<file path="config.mk">
export PLATFORM = sky130hd
export DESIGN_NAME = patch_fifo_flat
export DESIGN_NICKNAME = d
export VERILOG_FILES = /design/src/source/img_pkg.sv /design/src/source/flow_pkg.sv /design/src/source/patch_if.sv /design/src/source/patch_fifo.sv /design/src/flat_wrapper.sv
export SDC_FILE = /design/constraint.sdc
export NUM_CORES = 1
export LEC_CHECK = 0
export BUFFER_PORTS_ARGS = -buffer_cell sky130_fd_sc_hd__buf_2
export CELL_PAD_IN_SITES_DETAIL_PLACEMENT = 0
export CELL_PAD_IN_SITES_GLOBAL_PLACEMENT = 1
export CORE_ASPECT_RATIO = 1.5
export CORE_MARGIN = 2
export CORE_UTILIZATION = 54
export DETAILED_ROUTE_END_ITERATION = 12
export GPL_ROUTABILITY_DRIVEN = 1
export GPL_TIMING_DRIVEN = 0
export PLACE_DENSITY_LB_ADDON = 0.1
export SYNTH_ARGS = -nofsm -noshare
export SYNTH_HDL_FRONTEND = slang
export SYNTH_SLANG_ARGS = --single-unit
</file>
<file path="constraint.sdc">
create_clock -name clk -period 8.95 [get_ports clk]
set_input_delay 0.4475 -clock clk [delete_from_list [all_inputs] [get_ports clk]]
set_output_delay 0.4475 -clock clk [all_outputs]
set_load 0.02 [all_outputs]
</file>
<file path="src/source/img_pkg.sv">
package img_pkg;

    localparam int img_h   = 28;
    localparam int img_w   = 28;
    localparam int pix_w   = 8;                 // unsigned greyscale
    localparam int addr_w  = 10;                // covers img_h * img_w
    localparam int coord_w = 5;
    localparam int kern_w  = 5;                 // signed, wide enough for the +8 centre tap
    localparam int res_w   = 16;

    typedef logic [pix_w-1:0]          pixel_t;
    typedef logic [addr_w-1:0]         pix_addr_t;
    typedef logic [coord_w-1:0]        coord_t;
    typedef logic signed [kern_w-1:0]  weight_t;
    typedef logic signed [res_w-1:0]   result_t;

    // edge detector, indexed kernel[row][col]
    localparam weight_t kernel [3][3] = '{
        '{-1, -1, -1},
        '{-1,  8, -1},
        '{-1, -1, -1}
    };

endpackage

</file>
<file path="src/source/flow_pkg.sv">
package flow_pkg;

    import img_pkg::*;

    localparam int buf_depth = 4;               // patch slots in the buffer
    localparam int credit_w  = 3;               // holds 0 .. buf_depth

    // pixels are column-major: pix[col*3 + row]
    typedef struct packed {
        pixel_t [8:0] pix;
        coord_t       row;
        coord_t       col;
        logic         last;                     // final window of the frame
    } patch_t;

endpackage

</file>
<file path="src/source/patch_if.sv">
`timescale 1ns/100ps

interface patch_if
    import flow_pkg::*;
();

    logic   valid;                              // one patch per pulse
    patch_t patch;
    logic   credit;                             // one freed slot per pulse
    logic   last_seen;                          // frame's final patch is done

    modport sender (
        output valid,
        output patch,
        input  credit,
        input  last_seen
    );

    modport receiver (
        input  valid,
        input  patch,
        output credit,
        output last_seen
    );

endinterface

</file>
<file path="src/source/patch_fifo.sv">
`timescale 1ns/100ps

module patch_fifo
    import flow_pkg::*;
(
    input  logic      clk,
    input  logic      rst,
    patch_if.receiver in,
    patch_if.sender   out
);

    patch_t                       mem [buf_depth];
    logic [$clog2(buf_depth)-1:0] wr_ptr;
    logic [$clog2(buf_depth)-1:0] rd_ptr;
    logic [credit_w-1:0]          fill;
    logic                         dn_credit;     // consumer holds a single slot
    logic                         pop;

    assign pop = fill != '0 && dn_credit;

    assign out.valid    = pop;
    assign out.patch    = mem[rd_ptr];
    assign in.credit    = pop;                   // slot freed upstream
    assign in.last_seen = out.last_seen;         // final result has been taken

    always_ff @(posedge clk)
    begin
        if (in.valid)
            mem[wr_ptr] <= in.patch;             // credits guarantee room
    end

    always_ff @(posedge clk or negedge rst)
    begin
        if (!rst)
        begin
            wr_ptr    <= '0;
            rd_ptr    <= '0;
            fill      <= '0;
            dn_credit <= 1'b1;
        end
        else
        begin
            if (in.valid)
                wr_ptr <= (int'(wr_ptr) == buf_depth - 1) ? '0 : wr_ptr + 1'b1;
            if (pop)
                rd_ptr <= (int'(rd_ptr) == buf_depth - 1) ? '0 : rd_ptr + 1'b1;
            fill      <= fill + credit_w'(in.valid) - credit_w'(pop);
            dn_credit <= (dn_credit && !pop) || out.credit;
        end
    end

endmodule

</file>
<file path="src/flat_wrapper.sv">
// flat-port wrapper written by rule: the top's interface ports become plain ports
module patch_fifo_flat import flow_pkg::*;
  (clk, rst, in_valid, in_patch, in_credit, in_last_seen, out_valid, out_patch, out_credit, out_last_seen);
  patch_if in_i ();
  patch_if out_i ();
  input  logic clk;
  input  logic rst;
  input wire logic [$bits(in_i.valid)-1:0] in_valid;
  input wire logic [$bits(in_i.patch)-1:0] in_patch;
  output wire logic [$bits(in_i.credit)-1:0] in_credit;
  output wire logic [$bits(in_i.last_seen)-1:0] in_last_seen;
  output wire logic [$bits(out_i.valid)-1:0] out_valid;
  output wire logic [$bits(out_i.patch)-1:0] out_patch;
  input wire logic [$bits(out_i.credit)-1:0] out_credit;
  input wire logic [$bits(out_i.last_seen)-1:0] out_last_seen;
  assign in_i.valid = in_valid;
  assign in_i.patch = in_patch;
  assign in_credit = in_i.credit;
  assign in_last_seen = in_i.last_seen;
  assign out_valid = out_i.valid;
  assign out_patch = out_i.patch;
  assign out_i.credit = out_credit;
  assign out_i.last_seen = out_last_seen;
  patch_fifo u_core (.clk(clk), .rst(rst), .in(in_i), .out(out_i));
endmodule
</file>
Word-level counts from Yosys, hierarchy flattened
Memory sizes are Yosys's and may differ from the RTL's. Index checks and enable logic that the tools add are counted. W data, S select, Z words.

Bits in registers: 8. Bits in writable memories: 332. Input bits: 88. Output and inout bits: 86. Word-level logic and storage cells: 20. Memories: 1.

Add/subtract/negate cells: 4. Equal/unequal tests: 2. Mux-type cells: 4. Reduce and logical (&&, ||, !) cells: 5.

Memories: u_core.mem (words 4, bits a word 83, read ports 1, clocked after Yosys merged registers in 0, wr ports 1, line patch_fifo.sv:12) `patch_t mem [buf_depth];`.

Operators by type and width (count): $add A2 B1 Y2 const B (2); $eq A2 B1 Y1 const B (2); $mux W2 (2); $add A3 B1 Y3 (1); $reduce_bool A3 Y1 (1); $sub A3 B1 Y3 (1); $logic_and A1 B1 Y1 (2); $mux W1 (2); $logic_not A1 Y1 (1); $logic_or A1 B1 Y1 (1).

Longest topological paths before layout
Word-level depth: 5. Mapped depth: 9.

Least setup slack after synthesis
Ideal clock, no wire load.

Path kind: flip-flop to flip-flop. Start point: reg u_core.wr_ptr[0]. End point: mem u_core.mem[0][0] in the netlist's numbering, enable pin. Library setup time: 0.450 ns. Arrival time: 2.550 ns. Data required time: 8.500 ns. Setup slack: 5.950 ns. Stages on the path, launching flop included: 4. Period minus slack after synthesis: 3.000 ns. Cells stage by stage: dfrtp_1 > inv_1 > ha_1 > and2_1.

RTL lines: from (decl) (line patch_fifo.sv:13) `logic [$clog2(buf_depth)-1:0] wr_ptr;`; from (signal assigned) (line patch_fifo.sv:44) `wr_ptr <= (int'(wr_ptr) == buf_depth - 1) ? '0 : wr_ptr + 1'b1;`; to (decl) (line patch_fifo.sv:12).

No word-level cell before the write port.

Final worst setup path
Start point: reg u_core.rd_ptr[1]. End point: out out_patch[26].

Word-level cells in the longest chain between the ends: 1.

Ends and longest elaborated chain: from (decl) (line patch_fifo.sv:14) `logic [$clog2(buf_depth)-1:0] rd_ptr;`; from (signal assigned) (line patch_fifo.sv:46) `rd_ptr <= (int'(rd_ptr) == buf_depth - 1) ? '0 : rd_ptr + 1'b1;`; $mem_v2 Z4 W83; to (decl) (line flat_wrapper.sv:13) `output wire logic [$bits(out_i.patch)-1:0] out_patch;`.

Every way passes these cells.

==> run_summary.xml <==
<?xml version="1.0" encoding="UTF-8"?>
<metrics>
  <group name="outcome">
    <metric name="outcome" unit="">complete, no violations</metric>
  </group>
  <group name="layout">
    <metric name="post_layout_nonfiller_instances" unit="">983</metric>
    <metric name="layout.nets" unit="">780</metric>
    <metric name="syn_to_final_growth" unit="%">17.99</metric>
    <metric name="final.fill_count" unit="">1555</metric>
    <metric name="layout-drive-gt1-share" unit="">0.4608</metric>
    <metric name="post-route-util" unit="">0.6440</metric>
  </group>
  <group name="clocking">
    <metric name="clock-root-buffer" unit="">clkbuf_16</metric>
    <metric name="worst_skew_late_latency" unit="ns">0.56</metric>
    <metric name="cts_buffer_depth" unit="">3</metric>
    <metric name="numCtsBuffers" unit="">30</metric>
    <metric name="postCtsSetupRepairBufs" unit="">0</metric>
    <metric name="post_cts_resized" unit="">0</metric>
    <metric name="cts_sinks" unit="">340</metric>
    <metric name="h-tree-depth" unit="">1</metric>
    <metric name="holdBufCountCts" unit="">1</metric>
    <metric name="clk_pin_slew_worst_paths" unit="ns">0.06</metric>
    <metric name="tritoncts" unit="">built</metric>
  </group>
  <group name="timing">
    <metric name="rsz0062_at_grt" unit="">no</metric>
    <metric name="timing.max_slew.rel_slack" unit="">0.5629</metric>
    <metric name="timing.final.setup_violations" unit="">0</metric>
    <metric name="worst_pin_slew" unit="ns">0.6557</metric>
    <metric name="min_period" unit="ns">2.612</metric>
    <metric name="finalMaxSlewViolations" unit="">0</metric>
    <metric name="fin_worst_skew" unit="ns">0.005242</metric>
    <metric name="fin_tns_setup" unit="ns">0</metric>
    <metric name="maxClockFrequency" unit="MHz">382.8</metric>
    <metric name="timing.final.hold_violations" unit="">0</metric>
    <metric name="min_period_over_period" unit="">0.2919</metric>
  </group>
  <group name="pwr">
    <metric name="p_per_area" unit="nW/um^2">333.1</metric>
    <metric name="power.leakage" unit="uW">0.005092</metric>
    <metric name="highest_ir_drop_seen_on_vdd" unit="V">0.0002665</metric>
    <metric name="totalPowerFinal" unit="uW">4910</metric>
  </group>
  <group name="place">
    <metric name="post_place_cells" unit="">931</metric>
    <metric name="hpwlAfterDp" unit="mm">13.54</metric>
    <metric name="routabilityCongestion" unit="">0.6930</metric>
    <metric name="numPortBuffers" unit="">172</metric>
  </group>
  <group name="worst_setup_path">
    <metric name="cpMostUsedCell" unit="">buf_2</metric>
    <metric name="critical_path.cell_chain" unit="">buf_2 -&gt; buf_2 -&gt; mux4_2 -&gt; buf_2</metric>
    <metric name="cp-start-kind" unit="">register</metric>
    <metric name="cp_num_buf_inv" unit="">3</metric>
    <metric name="timing.critical_path.arrival" unit="ns">2.16</metric>
    <metric name="worstPathMaxFanout" unit="">10</metric>
    <metric name="highest_cell_delay_on_the_worst_timing_path" unit="ns">0.42</metric>
    <metric name="cp_top_family" unit="">buffers and inverters</metric>
    <metric name="cp.required" unit="ns">8.50</metric>
    <metric name="slowest_stage" unit="">dfrtp_1</metric>
    <metric name="criticalPathCategory" unit="">reg2out</metric>
    <metric name="endpoint_kind" unit="">output pin</metric>
  </group>
  <group name="synthesis">
    <metric name="summed_instance_area_of_the_synthesized_netlist" unit="um^2">12490</metric>
    <metric name="yosys-top-cells-area" unit="">edfxtp_1 (80%), mux4_2 (15%), dfrtp_1 (1.4%), buf_12 (0.80%), ha_1 (0.70%)</metric>
    <metric name="post_synth_inst_count" unit="">475</metric>
    <metric name="count_of_unique_library_cells_instantiated_by_yosys" unit="">23</metric>
    <metric name="synth-seq-cells" unit="">340</metric>
    <metric name="synthDominantCellAreaShare" unit="">0.7981</metric>
    <metric name="postSynthAreaPerCell" unit="um^2">26.30</metric>
    <metric name="synth_top_area_cell" unit="">edfxtp_1</metric>
    <metric name="ys_warn_count" unit="">0</metric>
    <metric name="yosysSeqAreaShare" unit="">0.8142</metric>
    <metric name="synth.net_count" unit="">571</metric>
  </group>
  <group name="routing">
    <metric name="drcViolationCount" unit="">0</metric>
    <metric name="dr_wl_met2" unit="mm">11.99</metric>
    <metric name="ant_nets" unit="">0</metric>
    <metric name="dr.max_layer_used" unit="">met4</metric>
    <metric name="routed_wire_per_std_cell" unit="um">22.67</metric>
    <metric name="initialDrtViolationCount" unit="">292</metric>
    <metric name="vias_per_cell" unit="">5.653</metric>
    <metric name="vias" unit="">5557</metric>
    <metric name="detailed_route_wire_length_on_metal_1" unit="mm">8.429</metric>
    <metric name="routed_wirelength" unit="mm">22.28</metric>
    <metric name="met3RoutedLength" unit="mm">1.265</metric>
    <metric name="drt_first_pass_iters" unit="">4</metric>
  </group>
  <group name="job">
    <metric name="timing.max_cap.violations" unit="">0</metric>
  </group>
  <group name="global_routing">
    <metric name="global_route.usage.total" unit="">0.1854</metric>
    <metric name="first_pass_grt_wire_length" unit="mm">33.78</metric>
    <metric name="largest_net_degree_at_the_start_of_global_routing" unit="">51</metric>
    <metric name="grt_pass1_vias" unit="">6158</metric>
    <metric name="antenna_violations_before_repair" unit="">2</metric>
    <metric name="grt_overflow_total" unit="">0</metric>
  </group>
  <group name="floorplanning">
    <metric name="floorplan.initialDensity" unit="">0.5458</metric>
    <metric name="die_height" unit="um">190.3</metric>
    <metric name="core_area" unit="um^2">22890</metric>
    <metric name="num_rows" unit="">68</metric>
    <metric name="die_x" unit="um">128.2</metric>
    <metric name="design.portCount" unit="">174</metric>
    <metric name="dieArea" unit="um^2">24390</metric>
  </group>
  <group name="hold_path">
    <metric name="hold_path_class" unit="">in2reg</metric>
  </group>
</metrics>
## placed cells by master (no fill, tap or decap), drive strengths merged, types with 2 or more instances in the layout
| cell type | count |
|---|---|
| edfxtp | 332 |
| buf | 195 |
| mux4 | 83 |
| clkbuf | 39 |
| clkinv | 10 |
| inv | 7 |
| ha | 7 |
| dfrtp | 7 |
| and2 | 4 |
| diode | 2 |
| xnor2 | 2 |
| mux2 | 2 |
| o21ai | 2 |
| bufinv | 2 |
## cell usage after synthesis
| cell type | count |
|---|---|
| fa_1 | 1 |
| buf_6 | 1 |
| dfrtp_1 | 7 |
| edfxtp_1 | 332 |
| and2_1 | 4 |
| o21ai_0 | 2 |
| buf_12 | 5 |
| inv_1 | 7 |
| a21o_1 | 1 |
| buf_2 | 7 |
| mux4_2 | 83 |
| o31ai_1 | 1 |
| dfstp_2 | 1 |
| clkbuf_1 | 2 |
| nor2_1 | 1 |
| buf_4 | 5 |
| xnor2_1 | 2 |
| mux2_2 | 2 |
| or3b_2 | 1 |
| nor3_1 | 1 |
| buf_8 | 1 |
| ha_1 | 7 |
| nand2_1 | 1 |
## power by group
group	internal [uW]	leakage, uW	switching, uW
combinational	686	0.00151	915
sequential	2040	0.00314	62.3
clock	681	0.000442	526
## final cells by class
cell class,count,area [um^2],share of cell area
diodes,2,5.005,0.0003396
plain buffers,21,206.4,0.01401
clock buffers,37,798.3,0.05416
clock inverters,12,102.6,0.006961
inverters,7,26.28,0.001783
multi-input cells,107,2098,0.1424
flip-flops and latches,340,10170,0.6901
well taps,280,350.3,0.02377
repair buffers,177,980.9,0.06655
## worst register-to-register path, delay by kind of cell, from the launching register on
| kind | cells | cell delay (ns) |
|---|---|---|
| buf+inv | 3 | 0.27 |
| flops | 1 | 0.44 |
| fa+ha+maj | 3 | 0.86 |
| xor+xnor | 2 | 0.35 |
| compound gates | 1 | 0.46 |
## per-layer routing
metal / track usage / vias up
met5: 0 / -
met4: 0.06551 / 0
met3: 0.03900 / 38
met2: 0.3316 / 151
met1: 0.2223 / 2917
li1: - / 2451
## logic make-up after synthesis
| family | count (synthesis) | synth area share |
|---|---|---|
| fa+ha+maj | 8 | 0.008614 |
| simple gates | 8 | 0.003705 |
| compound gates | 4 | 0.002004 |
| mux | 85 | 0.1514 |
| xor+xnor | 2 | 0.001402 |
| flops | 340 | 0.8142 |
| buf+inv | 28 | 0.01863 |
## final timing paths
path	depth (start not counted)	startpoint	endpoint	slack (ns)
max	4	u_core.rd_ptr[1]$_DFFE_PN0P_	out_patch[26]	6.34
min in group asynchronous	2	rst	u_core.wr_ptr[1]$_DFFE_PN0P_	0.27
max reg2reg	9	u_core.fill[1]$_DFF_PN0_	u_core.fill[2]$_DFF_PN0_	6.49
max in group asynchronous	2	rst	u_core.dn_credit$_DFF_PN1_	8.43
min	2	out_credit	u_core.dn_credit$_DFF_PN1_	0.09
min reg2reg	1	u_core.dn_credit$_DFF_PN1_	u_core.dn_credit$_DFF_PN1_	0.51
## per-stage QoR
step / area (um^2) / worst slack (ns) / hold WS, ns
2_1_floorplan: 12490 / 5.950 / 0.1519
3_3_place_gp: 13700 / 4.404 / 0.3008
3_5_place_dp: 13820 / 6.467 / 0.3063
4_1_cts: 14730 / 6.231 / 0.05587
5_1_grt: 14740 / 6.222 / 0.07055
6_report: 14740 / 6.338 / 0.08659
## sequential cells by signal (all words and copies together) (netlist names)
name              cells
u_core.mem          332
u_core.rd_ptr         2
u_core.wr_ptr         2
u_core.dn_credit      1
u_core.fill           3
Power figures use the tool's default switching activity.
