**src/source/img_pkg.sv**
```systemverilog
package img_pkg;

    localparam int img_h   = 28;
    localparam int img_w   = 28;
    localparam int pix_w   = 8;                 // unsigned greyscale
    localparam int addr_w  = 10;                // covers img_h * img_w
    localparam int coord_w = 5;
    localparam int kern_w  = 5;                 // signed, wide enough for the +8 centre tap
    localparam int res_w   = 16;

    typedef logic [pix_w-1:0]          pixel_t;
    typedef logic [addr_w-1:0]         pix_addr_t;
    typedef logic [coord_w-1:0]        coord_t;
    typedef logic signed [kern_w-1:0]  weight_t;
    typedef logic signed [res_w-1:0]   result_t;

    // edge detector, indexed kernel[row][col]
    localparam weight_t kernel [3][3] = '{
        '{-1, -1, -1},
        '{-1,  8, -1},
        '{-1, -1, -1}
    };

endpackage

```
**src/source/flow_pkg.sv**
```systemverilog
package flow_pkg;

    import img_pkg::*;

    localparam int buf_depth = 4;               // patch slots in the buffer
    localparam int credit_w  = 3;               // holds 0 .. buf_depth

    // pixels are column-major: pix[col*3 + row]
    typedef struct packed {
        pixel_t [8:0] pix;
        coord_t       row;
        coord_t       col;
        logic         last;                     // final window of the frame
    } patch_t;

endpackage

```
**src/source/patch_if.sv**
```systemverilog
`timescale 1ns/100ps

interface patch_if
    import flow_pkg::*;
();

    logic   valid;                              // one patch per pulse
    patch_t patch;
    logic   credit;                             // one freed slot per pulse
    logic   last_seen;                          // frame's final patch is done

    modport sender (
        output valid,
        output patch,
        input  credit,
        input  last_seen
    );

    modport receiver (
        input  valid,
        input  patch,
        output credit,
        output last_seen
    );

endinterface

```
**src/source/patch_addr_gen.sv**
```systemverilog
`timescale 1ns/100ps

module patch_addr_gen
    import img_pkg::*;
#(
    parameter int img_h = img_pkg::img_h,
    parameter int img_w = img_pkg::img_w
)
(
    input  logic              clk,
    input  logic              rst,
    input  logic              addr,             // centre strobe
    input  coord_t            i,
    input  coord_t            j,
    output pix_addr_t [8:0]   pixel_addr,
    output logic      [8:0]   pad_mask,
    output logic              load_full_patch
);

    coord_t          prev_i;
    logic            row_chg;
    pix_addr_t [8:0] addr_nxt;
    logic      [8:0] pad_nxt;

    function automatic logic in_image(int r, int c);
        return r >= 0 && r < img_h && c >= 0 && c < img_w;
    endfunction

    assign row_chg = (i != prev_i);

    // tap k sits at row k%3, column k/3 of the window
    always_comb
    begin
        int r;
        int c;
        for (int k = 0; k < 9; k++)
        begin
            r = int'(i) - 1 + k % 3;            // top edge is centre minus one
            c = int'(j) - 1 + k / 3;
            pad_nxt[k]  = !in_image(r, c);
            addr_nxt[k] = pad_nxt[k] ? '0 : pix_addr_t'(r * img_w + c);
        end
    end

    always_ff @(posedge clk or negedge rst)
    begin
        if (!rst)
        begin
            prev_i          <= '1;              // no valid row yet
            load_full_patch <= 1'b1;
        end
        else if (addr)
        begin
            prev_i          <= i;
            load_full_patch <= row_chg;
        end
    end

    always_ff @(posedge clk)
    begin
        if (addr)
        begin
            pixel_addr[8:6] <= addr_nxt[8:6];   // right column, every window
            pad_mask[8:6]   <= pad_nxt[8:6];
            if (row_chg)
            begin
                pixel_addr[5:0] <= addr_nxt[5:0];
                pad_mask[5:0]   <= pad_nxt[5:0];
            end
        end
    end

endmodule

```
**src/source/window_producer.sv**
```systemverilog
`timescale 1ns/100ps

module window_producer
    import img_pkg::*;
    import flow_pkg::*;
(
    input  logic              clk,
    input  logic              rst,
    input  logic              start,
    output logic              busy,
    output pix_addr_t [8:0]   rd_addr,
    input  pixel_t    [8:0]   rd_data,
    patch_if.sender           out
);

    logic [credit_w-1:0] credits;
    coord_t              scan_i;
    coord_t              scan_j;
    logic                scanning;              // centres left to strobe
    logic                strobe;
    logic                at_last;
    logic [8:0]          pad_mask;
    logic                load_full;
    logic                push;
    coord_t              pend_row;
    coord_t              pend_col;
    logic                pend_last;
    pixel_t [8:0]        fresh;
    patch_t              next_patch;
    patch_t              prev_patch;

    assign at_last = scan_i == coord_t'(img_h - 1) && scan_j == coord_t'(img_w - 1);
    assign strobe  = scanning && credits != '0; // reserves the slot now, pushes next cycle

    patch_addr_gen addr_gen0 (
        .clk             (clk),
        .rst             (rst),
        .addr            (strobe),
        .i               (scan_i),
        .j               (scan_j),
        .pixel_addr      (rd_addr),
        .pad_mask        (pad_mask),
        .load_full_patch (load_full)
    );

    always_ff @(posedge clk or negedge rst)
    begin
        if (!rst)
        begin
            credits  <= credit_w'(buf_depth);
            busy     <= 1'b0;
            scanning <= 1'b0;
            scan_i   <= '0;
            scan_j   <= '0;
            push     <= 1'b0;
        end
        else
        begin
            credits <= credits - credit_w'(strobe) + credit_w'(out.credit);
            push    <= strobe;
            if (start && !busy)
            begin
                busy     <= 1'b1;
                scanning <= 1'b1;
                scan_i   <= '0;
                scan_j   <= '0;
            end
            else if (out.last_seen)
                busy <= 1'b0;
            if (strobe)
            begin
                if (at_last)
                    scanning <= 1'b0;
                else if (scan_j == coord_t'(img_w - 1))
                begin
                    scan_j <= '0;
                    scan_i <= scan_i + 1'b1;
                end
                else
                    scan_j <= scan_j + 1'b1;
            end
        end
    end

    always_ff @(posedge clk)
    begin
        if (strobe)
        begin
            pend_row  <= scan_i;
            pend_col  <= scan_j;
            pend_last <= at_last;
        end
        if (push)
            prev_patch <= next_patch;
    end

    always_comb
    begin
        for (int k = 0; k < 9; k++)
            fresh[k] = pad_mask[k] ? '0 : rd_data[k];  // padding reads as zero
        next_patch.row  = pend_row;
        next_patch.col  = pend_col;
        next_patch.last = pend_last;
        if (load_full)
            next_patch.pix = fresh;
        else
        begin
            next_patch.pix[5:0] = prev_patch.pix[8:3];   // slide one column left
            next_patch.pix[8:6] = fresh[8:6];
        end
    end

    assign out.valid = push;
    assign out.patch = next_patch;

endmodule

```
**src/flat_wrapper.sv**
```systemverilog
// flat-port wrapper written by rule: the top's interface ports become plain ports
module window_producer_flat import img_pkg::*; import flow_pkg::*;
  (clk, rst, start, busy, rd_addr, rd_data, out_valid, out_patch, out_credit, out_last_seen);
  patch_if out_i ();
  input  logic clk;
  input  logic rst;
  input  logic start;
  output logic busy;
  output pix_addr_t [8:0] rd_addr;
  input  pixel_t    [8:0] rd_data;
  output wire logic [$bits(out_i.valid)-1:0] out_valid;
  output wire logic [$bits(out_i.patch)-1:0] out_patch;
  input wire logic [$bits(out_i.credit)-1:0] out_credit;
  input wire logic [$bits(out_i.last_seen)-1:0] out_last_seen;
  assign out_valid = out_i.valid;
  assign out_patch = out_i.patch;
  assign out_i.credit = out_credit;
  assign out_i.last_seen = out_last_seen;
  window_producer u_core (.clk(clk), .rst(rst), .start(start), .busy(busy), .rd_addr(rd_addr), .rd_data(rd_data), .out(out_i));
endmodule
```
**config.mk**
```make
export PLATFORM = sky130hd
export DESIGN_NAME = window_producer_flat
export DESIGN_NICKNAME = d
export VERILOG_FILES = /design/src/source/img_pkg.sv /design/src/source/flow_pkg.sv /design/src/source/patch_if.sv /design/src/source/patch_addr_gen.sv /design/src/source/window_producer.sv /design/src/flat_wrapper.sv
export SDC_FILE = /design/constraint.sdc
export NUM_CORES = 1
export LEC_CHECK = 0
export BUFFER_PORTS_ARGS = -buffer_cell sky130_fd_sc_hd__buf_2
export CAP_MARGIN = 15
export CORE_ASPECT_RATIO = 1.4
export CORE_MARGIN = 2
export CORE_UTILIZATION = 25
export CTS_CLUSTER_SIZE = 10
export DETAILED_ROUTE_END_ITERATION = 7
export PLACE_DENSITY = 0.55
export SLEW_MARGIN = 20
export SYNTH_ARGS = -nofsm -noshare
export SYNTH_HDL_FRONTEND = slang
export SYNTH_SLANG_ARGS = --single-unit
```
**constraint.sdc**
```tcl
create_clock -name clk -period 15.2 [get_ports clk]
set_clock_uncertainty 0.1 [all_clocks]
set_input_delay 3.04 -clock clk [delete_from_list [all_inputs] [get_ports clk]]
set_output_delay 3.04 -clock clk [all_outputs]
set_load 0.01 [all_outputs]
```
# Word-level counts from Yosys, hierarchy flattened
# Index checks and enable logic that the tools add are counted.
# op_classes
n_addsub,19
mul,3
magnitude_cmp,12
n_eq_ne,3
mux,23
n_reduce_logical,37
# op_table
operator,count
8-bit 2-to-1 mux,9
10-bit by 7-bit adder with 10-bit output,6
48-bit 2-to-1 mux,1
5-bit 2-to-1 mux,8
10-bit by 6-bit adder with 10-bit output,3
7-bit by 1-bit >= comparator with 1-bit output (second input constant),4
7-bit by 6-bit < comparator with 1-bit output (second input constant),4
1-bit logical AND,24
7-bit by 4-bit multiplier with 8-bit output (second input constant),2
6-bit by 2-bit adder with 7-bit output (second input constant),2
6-bit by 3-bit adder with 7-bit output (second input constant),2
6-bit by 1-bit >= comparator with 1-bit output (second input constant),2
6-bit < comparator (second input constant),2
5-bit by 1-bit subtractor with 6-bit output (second input constant),2
5-bit by 1-bit adder with 5-bit output (second input constant),2
5-bit == test (second input constant),2
1-bit zero test,10
6-bit by 4-bit multiplier with 8-bit output (second input constant),1
1-bit 2-to-1 mux,5
5-bit inequality test,1
3-bit by 1-bit adder with 3-bit output,1
3-bit nonzero test,1
3-bit by 1-bit subtractor with 3-bit output,1
2-bit AND reduction,1
2-bit nonzero test,1
# word_totals
reg_bits,180
inputBits,77
out_inout_bits,175
word_cells,125

# Logic depth before layout (Yosys ltp)
# Gate-level depths: netlist (run 1).
# logic_depth
word_depth,7
depth_mapped,23
ltp_nobuf,22

# Hierarchy
# A second synthesis (run 1) with hierarchy kept.
# unflattened
hier_cells,1085
area_unflattened_um2,11492.3
# modules_own_cells
module,n_inst,cells_each,area_per_inst_um2,seq_area_each_um2
patch_addr_gen,1,760,7985.2,3130.5
window_producer,1,325,3507.1,2173.3

# Least setup slack after synthesis (run 1)
# No wires, ideal clock.
# synth_timing
path_kind,in2out
from,input rd_data[31] (netlist name)
to,output out_patch[42]
arrival_time_ns,3.329
required_ns,12.060
setup_slack_ns,8.731
stages,2
n_path_buf,0
path_cell_list,nand2_1 > o22ai_1
# synth_between
elab_chain_cells,2
# synth_lines
element,line_no,rtl
from (decl),flat_wrapper.sv:10,input pixel_t [8:0] rd_data;
8-bit 2-to-1 mux,window_producer.sv:100,fresh[k] = pad_mask[k] ? '0 : rd_data[k];
48-bit 2-to-1 mux,window_producer.sv:104,if (load_full)
to (decl),flat_wrapper.sv:12,output wire logic [$bits(out_i.patch)-1:0] out_patch;
# No other way between the ends.

# Worst setup path in the final report (run 1)
# layout_timing
from,input rd_data[45] (netlist name)
to,output out_patch[56]
# Same word-level chain as after synthesis.

==> results.yml, run 1 <==
worst_setup_path:
  crit_buf_inv: 2
  crit_top_cell: "buf_2"
  crit_slowest_cell: "buf_2"
  r2r_setup_slack_ns: 8.74
  cp_max_fo: 2
  crit_arrival_ns: 3.62
  path_class: "input pin to output pin"
  crit_family: "buffers and inverters"
  end_kind: "output pin"
  cp.required_ns: 12.06
  crit_path_max_incr_delay_ns: 0.24
  crit_chain: "buf_2 -> nand2_1 -> o21ai_0 -> buf_2"
  critPathLaunchType: "input pin"
sta:
  max_freq_ghz: 0.148
  fin_crit_ns: 6.76
  finalSetupTns_ns: 0
  rsz0062_at_grt: "false"
  fin_crit_sh: 0.445
  relSlewSlack: 0.334
  tightestPinTransition_ns: 0.993
  hold_viol_final: 0
  finalMaxSlewViolations: 0
  setup_viol: 0
logic_synthesis:
  synth-edff-count: 158
  ys_seq_area_frac: 0.467
  syn_avg_cell_area_um2: 10.4
  synth_nets: 1299
  ys_ff_latch: 180
  yosysWarnings: 0
  syn_inst: 1095
  netlist_area_um2: 11400
  synth_cell_types: 57
  ys_async_sr_fraction: 0.122
  synth_ff_type: "edfxtp_1"
cts:
  cts_hold_buf: 0
  clock_latency_ns: 0.45
  root_buffer: "clkbuf_16"
  clock_path_buffers: 2
  cts_tree: "done"
  htree_levels: 4
  clk_pin_slew_ns: 0.07
  cts_buffers: 17
  cts.sinks: 180
  post_cts_resized: 0
  cts_setup_buffers: 0
placement:
  io_buffer_count: 251
  hpwl_um: 26200
  gp_congestion: 0.878
worst_hold_path:
  hp-class: "flip-flop to flip-flop"
layout:
  n_antenna_cell: 0
  area_growth_syn_to_layout_pct: 22.5
  final_cell_mix: "buf_2, edfxtp_1, inv_1"
  fin_util: 0.309
  drive_gt1_frac: 0.232
  finalNetCount: 1544
  final_common_cell: "buf_2"
global_routing:
  grt_overflow: 0
  grt_util_all_layers: 0.142
  met2_usage: 0.266
  use_met1: 0.140
  top_usage_layer: "met2"
  grt_use_met3: 0.0307
  grt_max_degree: 61
  grt_pass1_wl_um: 50000
  first_global_vias: 8726
  antenna_found_initial: 0
floorplan:
  initial_core_util: 0.252
  io_pins: 252
  core_um2: 45000
  die-width_um: 184
  die_height_um: 256
  rows: 92
  dieArea_um2: 47200
power:
  ir_drop_uv: 108
  p_leak_uw: 0.00633
  pwr_density_cell_nw_per_um2: 240
detailed_routing:
  wirelength_um: 33300
  first_iter_violations: 343
  drc: 0
  vias: 8617
  ant_nets: 0
  routed_via_density: 4.39
  dr.pass1.iters: 4
  wl_per_cell_um: 16.9
flow_run:
  max_cap_violations: 0
outcome:
  status: "completed"
## cell families after synthesis
logic type               Yosys count  synth area share
AO/OA/AOI/OAI                    220             0.117
XOR/XNOR                          83            0.0702
adder cells (fa/ha/maj)          128             0.153
buffers and inverters            179            0.0620
flip-flops                       180             0.467
multiplexers                       1          0.000881
AND/OR/NAND/NOR                  304             0.129
## metal layers
| metal | share of wire | routed length, um | vias up |
|---|---|---|---|
| li1 | - | - | 4267 |
| met4 | 0.051 | 1690 | 0 |
| met1 | 0.37 | 12300 | 4006 |
| met3 | 0.056 | 1860 | 59 |
| met2 | 0.52 | 17500 | 285 |
| met5 | 0 | 0 | - |
## synthesized netlist by cell type, types with 5 or more instances
library cell  instances  share of area
a2111oi_0             8         0.0062
a21boi_0              9         0.0059
a21o_1               19          0.013
a21oi_1              48          0.021
a31oi_1               5         0.0028
and3_1                9         0.0050
buf_2                 8         0.0035
clkbuf_1             21         0.0069
dfrtp_1              15          0.033
dfstp_2               7          0.016
edfxtp_1            158           0.42
fa_1                 19          0.033
ha_1                108           0.12
inv_1               142          0.047
nand2_1              80          0.026
nand3_1               9         0.0040
nor2_1               89          0.029
nor2b_1              44          0.024
nor3_1               33          0.015
nor3b_1               9         0.0059
nor4_1                5         0.0028
o21a_1                6         0.0040
o21ai_0              89          0.039
o21bai_1              8         0.0053
o22ai_1               5         0.0028
o31ai_1               6         0.0040
or2_2                 5         0.0028
xnor2_1              48          0.037
xor2_1               30          0.023
## state kept, by name, summed over array words and instances, names as in the netlist, 3 cells and up
| signal | count |
|---|---|
| u_core.prev_patch | 48 |
| u_core.addr_gen0.prev_i | 5 |
| u_core.pend_row | 5 |
| u_core.pend_col | 5 |
| u_core.credits | 3 |
| u_core.scan_i | 5 |
| u_core.addr_gen0.pad_mask | 9 |
| u_core.scan_j | 5 |
| u_core.addr_gen0.pixel_addr | 90 |
## tightest hold or removal path: cells and delay by family (launching register included)
family,cells,cell delay [ns]
AND/OR/NAND/NOR,2,0.10
flip-flops,1,0.37
## power by group
part           internal, uW  leakage [uW]  switching [uW]  total (uW)
sequential              803       0.00189            68.7         872
clock                   259      0.000290             200         460
combinational           756       0.00415            1250        2000
total                  1820       0.00633            1520        3330
## through the flow
| step | setup slack (ns) | total power (uW) | cell area [um2] | cells | hold WS [ns] |
|---|---|---|---|---|---|
| 2_1_floorplan | 8.73 | 2210 | 11400 | 1095 | 0.320 |
| 4_1_cts | 8.46 | 3400 | 13900 | 1963 | 0.369 |
| 5_1_grt | 8.33 | 3620 | 13900 | 1963 | 0.405 |
| 3_3_place_gp | 8.46 | 2870 | 13300 | 1932 | 0.354 |
| 3_5_place_dp | 8.46 | 2920 | 13300 | 1932 | 0.356 |
| 6_report | 8.44 | 3330 | 13900 | 1963 | 0.365 |
## final cells by class
| cell class | instances | area [um2] |
|---|---|---|
| Multi-Input combinational cell | 736 | 5370 |
| Sequential cell | 180 | 5310 |
| Tap cell | 611 | 764 |
| Timing Repair Buffer | 262 | 1340 |
| Clock inverter | 14 | 171 |
| Fill cell | 4641 | 31100 |
| Clock buffer | 17 | 425 |
| Inverter | 143 | 537 |
## final timing paths
check / endpoint / from / depth (start not counted)
max in group asynchronous: u_core.out.valid / rst / 1
hold / removal: u_core.addr_gen0.prev_i[2] / u_core.addr_gen0.prev_i[2] / 2
setup reg to reg: u_core.addr_gen0.pixel_addr[19] / u_core.scan_i[0] / 22
hold reg to reg: u_core.addr_gen0.prev_i[2] / u_core.addr_gen0.prev_i[2] / 2
min in group asynchronous: u_core.scan_i[0] / rst / 1
setup / recovery: out_patch[56] / rd_data[45] / 4
No activity file was read; power rests on OpenSTA's default activity.
==> run 2, diff against run 1 <==
--- a/config.mk
+++ b/config.mk
@@ -5,6 +5,7 @@
 export SDC_FILE = /design/constraint.sdc
 export NUM_CORES = 1
 export LEC_CHECK = 0
+export ABC_AREA = 1
 export BUFFER_PORTS_ARGS = -buffer_cell sky130_fd_sc_hd__buf_2
 export CAP_MARGIN = 15
 export CORE_ASPECT_RATIO = 1.4
==> constraint.sdc (replaced) <==
create_clock -name clk -period 7 [get_ports clk]
set_clock_uncertainty 0.1 [all_clocks]
set_input_delay 1.4 -clock clk [delete_from_list [all_inputs] [get_ports clk]]
set_output_delay 1.4 -clock clk [all_outputs]
set_load 0.01 [all_outputs]
==> results.yml, run 2 <==
outcome:
  status: "completed"
placement:
  gp_congestion: 0.914
  io_buffer_count: 251
  hpwl_um: 29200
worst_setup_path:
  critPathLaunchType: "flip-flop"
  reg2reg_to: "u_core.addr_gen0.pixel_addr[59]"
  cp_max_fo: 16
  end_kind: "flip-flop"
  cp.required_ns: 7.10
  r2r_cells: 24
  crit_arrival_ns: 5.89
  reg2reg_from: "u_core.scan_i[0]"
  r2r_setup_slack_ns: 1.21
  path_class: "flip-flop to flip-flop"
cts:
  clock_path_buffers: 2
  clock_latency_ns: 0.44
  cts_buffers: 17
  cts_setup_buffers: 0
  root_buffer: "clkbuf_16"
  clk_pin_slew_ns: 0.08
  cts_hold_buf: 0
  htree_levels: 4
  cts.sinks: 180
  cts_tree: "done"
  post_cts_resized: 0
power:
  p_sw_frac: 0.475
  clockPowerShare: 0.144
  p_sw_uw: 3240
  total_power_uw: 6830
  combPwrFrac: 0.582
  pwr-share-seq: 0.273
  p_leak_uw: 0.00716
  pwr_density_cell_nw_per_um2: 473
  internal-power_uw: 3590
  ir_drop_uv: 174
worst_hold_path:
  hold_end: "u_core.addr_gen0.prev_i[1]"
  hp-class: "flip-flop to flip-flop"
  min_from: "u_core.addr_gen0.prev_i[1]"
  hold_depth: 2
layout:
  finalNetCount: 1778
  final_cell_mix: "buf_2, nand2_1, inv_1"
  top_register: "u_core.addr_gen0.pixel_addr"
  multiInputGateArea_um2: 5530
  final_common_cell: "buf_2"
  register_area_um2: 5310
  fill_cells: 4914
  largest_reg_flops: 90
  top_regs: "u_core.addr_gen0.pixel_addr: 90 flops, u_core.prev_patch: 48 flops, u_core.addr_gen0.pad_mask: 9 flops"
  area_growth_syn_to_layout_pct: 21.3
  drive_gt1_frac: 0.229
  n_antenna_cell: 0
sta:
  fin_crit_sh: 0.827
  max_freq_ghz: 0.173
  finalMaxSlewViolations: 0
  rsz0062_at_grt: "false"
  finalSetupTns_ns: 0
  hold_viol_final: 0
  setup_viol: 0
  fin_crit_ns: 5.79
  relSlewSlack: 0.378
  whs_ns: 0.406
  tightestPinTransition_ns: 0.933
logic_synthesis:
  muxShareOfSynthArea: 0
  synth_compound_area_frac: 0.0893
  synth_fa_ha_area_frac: 0.145
  netlist_area_um2: 11900
  yosysWarnings: 0
  synth_cell_types: 48
  ys_ff_latch: 180
  synth_nets: 1527
  syn_inst: 1323
  synth_top_area_share: 0.399
  ys_seq_area_frac: 0.446
  synth-edff-count: 158
  ys_async_sr_fraction: 0.122
  synth_ff_type: "edfxtp_1"
  synthXorXnorAreaFrac: 0.0345
  yosysTopAreaCell: "edfxtp_1"
  ys_top_cells_by_area: "edfxtp_1, ha_1, inv_1"
  synth-simple-area-share: 0.195
  synthTopCellsByCount: "inv_1, nand2_1, edfxtp_1, nor2_1, ha_1"
  syn_avg_cell_area_um2: 9.00
  synth_top_family_by_area: "simple AND/OR/NAND/NOR gates"
global_routing:
  grt_max_degree: 67
  antenna_found_initial: 0
  grt_util_all_layers: 0.149
  grt_pass1_wl_um: 55300
  grt_overflow: 0
  first_global_vias: 9762
detailed_routing:
  wirelength_um: 36700
  vias: 9822
  routed_via_density: 4.44
  drc: 0
  first_iter_violations: 482
  dr.pass1.iters: 5
  ant_nets: 0
  wl_per_cell_um: 16.6
floorplan:
  die-width_um: 188
  initial_core_util: 0.253
  dieArea_um2: 49400
  io_pins: 252
  rows: 94
  core_um2: 47000
  die_height_um: 262
flow_run:
  max_cap_violations: 0
run 2: cell count changes after synthesis, moves of 17 or more:
cell,change
nand2_1,+147
inv_1,+85
nand3_1,+67
nor2b_1,-44
nor2_1,+40
a21oi_1,+31
xnor2_1,-29
nor3_1,-18
a21o_1,-17
run 2: kinds of logic after synthesis:
family / after synthesis
xor+xnor: 46
fa+ha+maj: 127
buf+inv: 269
simple gates: 505
compound gates: 196
flops: 180
run 2: cell type report:
| cell class | instances | share of cell area |
|---|---|---|
| Clock buffer | 22 | 0.0344 |
| Clock inverter | 10 | 0.00745 |
| Inverter | 243 | 0.0633 |
| Multi-Input combinational cell | 874 | 0.383 |
| Sequential cell | 180 | 0.367 |
| Tap cell | 624 | 0.0541 |
| Timing Repair Buffer | 258 | 0.0906 |
run 2: critical path, cell delays in order (launching register included):
cell and delay (ns):
dfrtp_1 0.55, inv_2 0.36, ha_1 0.43, xor2_1 0.49, ha_1 0.36, xor2_1 0.28, ha_1 0.17, inv_1 0.05
fa_1 0.53, inv_1 0.04, ha_1 0.33, nand2_1 0.08, inv_1 0.04, nor2_1 0.07, o21ai_0 0.14, a21oi_1 0.19
xor2_1 0.15, inv_1 0.12, ha_1 0.33, a21oi_1 0.18, o31ai_1 0.12, a21oi_1 0.21, nand2_1 0.09, nand2_1 0.07
nor2_1 0.04
run 2: power by group through the flow:
stage,Combinational (uW),Clock [uW],Sequential [uW]
final,3980,985,1870
after global routing,4480,1060,1900
after CTS,4050,1020,1870
after detailed placement,4030,0,1890
after global placement,3980,0,1890
after floorplan,2630,0,1930
run 2: worst max path at each step:
stage                     slack (ns)              from                               to  cells after the start
after floorplan                 2.04  u_core.scan_i[0]  u_core.addr_gen0.pixel_addr[59]                     25
after global placement          1.47  u_core.scan_i[0]  u_core.addr_gen0.pixel_addr[59]                     23
after detailed placement        1.33  u_core.scan_i[0]  u_core.addr_gen0.pixel_addr[59]                     23
after CTS                       1.27  u_core.scan_i[0]  u_core.addr_gen0.pixel_addr[59]                     24
after global routing            0.76  u_core.scan_i[0]  u_core.addr_gen0.pixel_addr[59]                     23
final                           1.21  u_core.scan_i[0]  u_core.addr_gen0.pixel_addr[59]                     24
run 2: per-stage QoR:
| stage | util | cells | worst slack [ns] | instance area, um2 |
|---|---|---|---|---|
| after global routing | 0.307 | 2211 | 0.760 | 14400 |
| after detailed placement | 0.294 | 2179 | 1.33 | 13800 |
| final | 0.307 | 2211 | 1.21 | 14400 |
| after floorplan | - | 1323 | 2.04 | 11900 |
| after global placement | 0.294 | 2179 | 1.47 | 13800 |
| after CTS | 0.307 | 2211 | 1.27 | 14400 |
run 2: per-layer routing:
layer	track usage	wire length [um]
met5	0	0
met2	0.295	20100
met3	0.0287	1860
met1	0.148	13400
met4	0.0688	1410
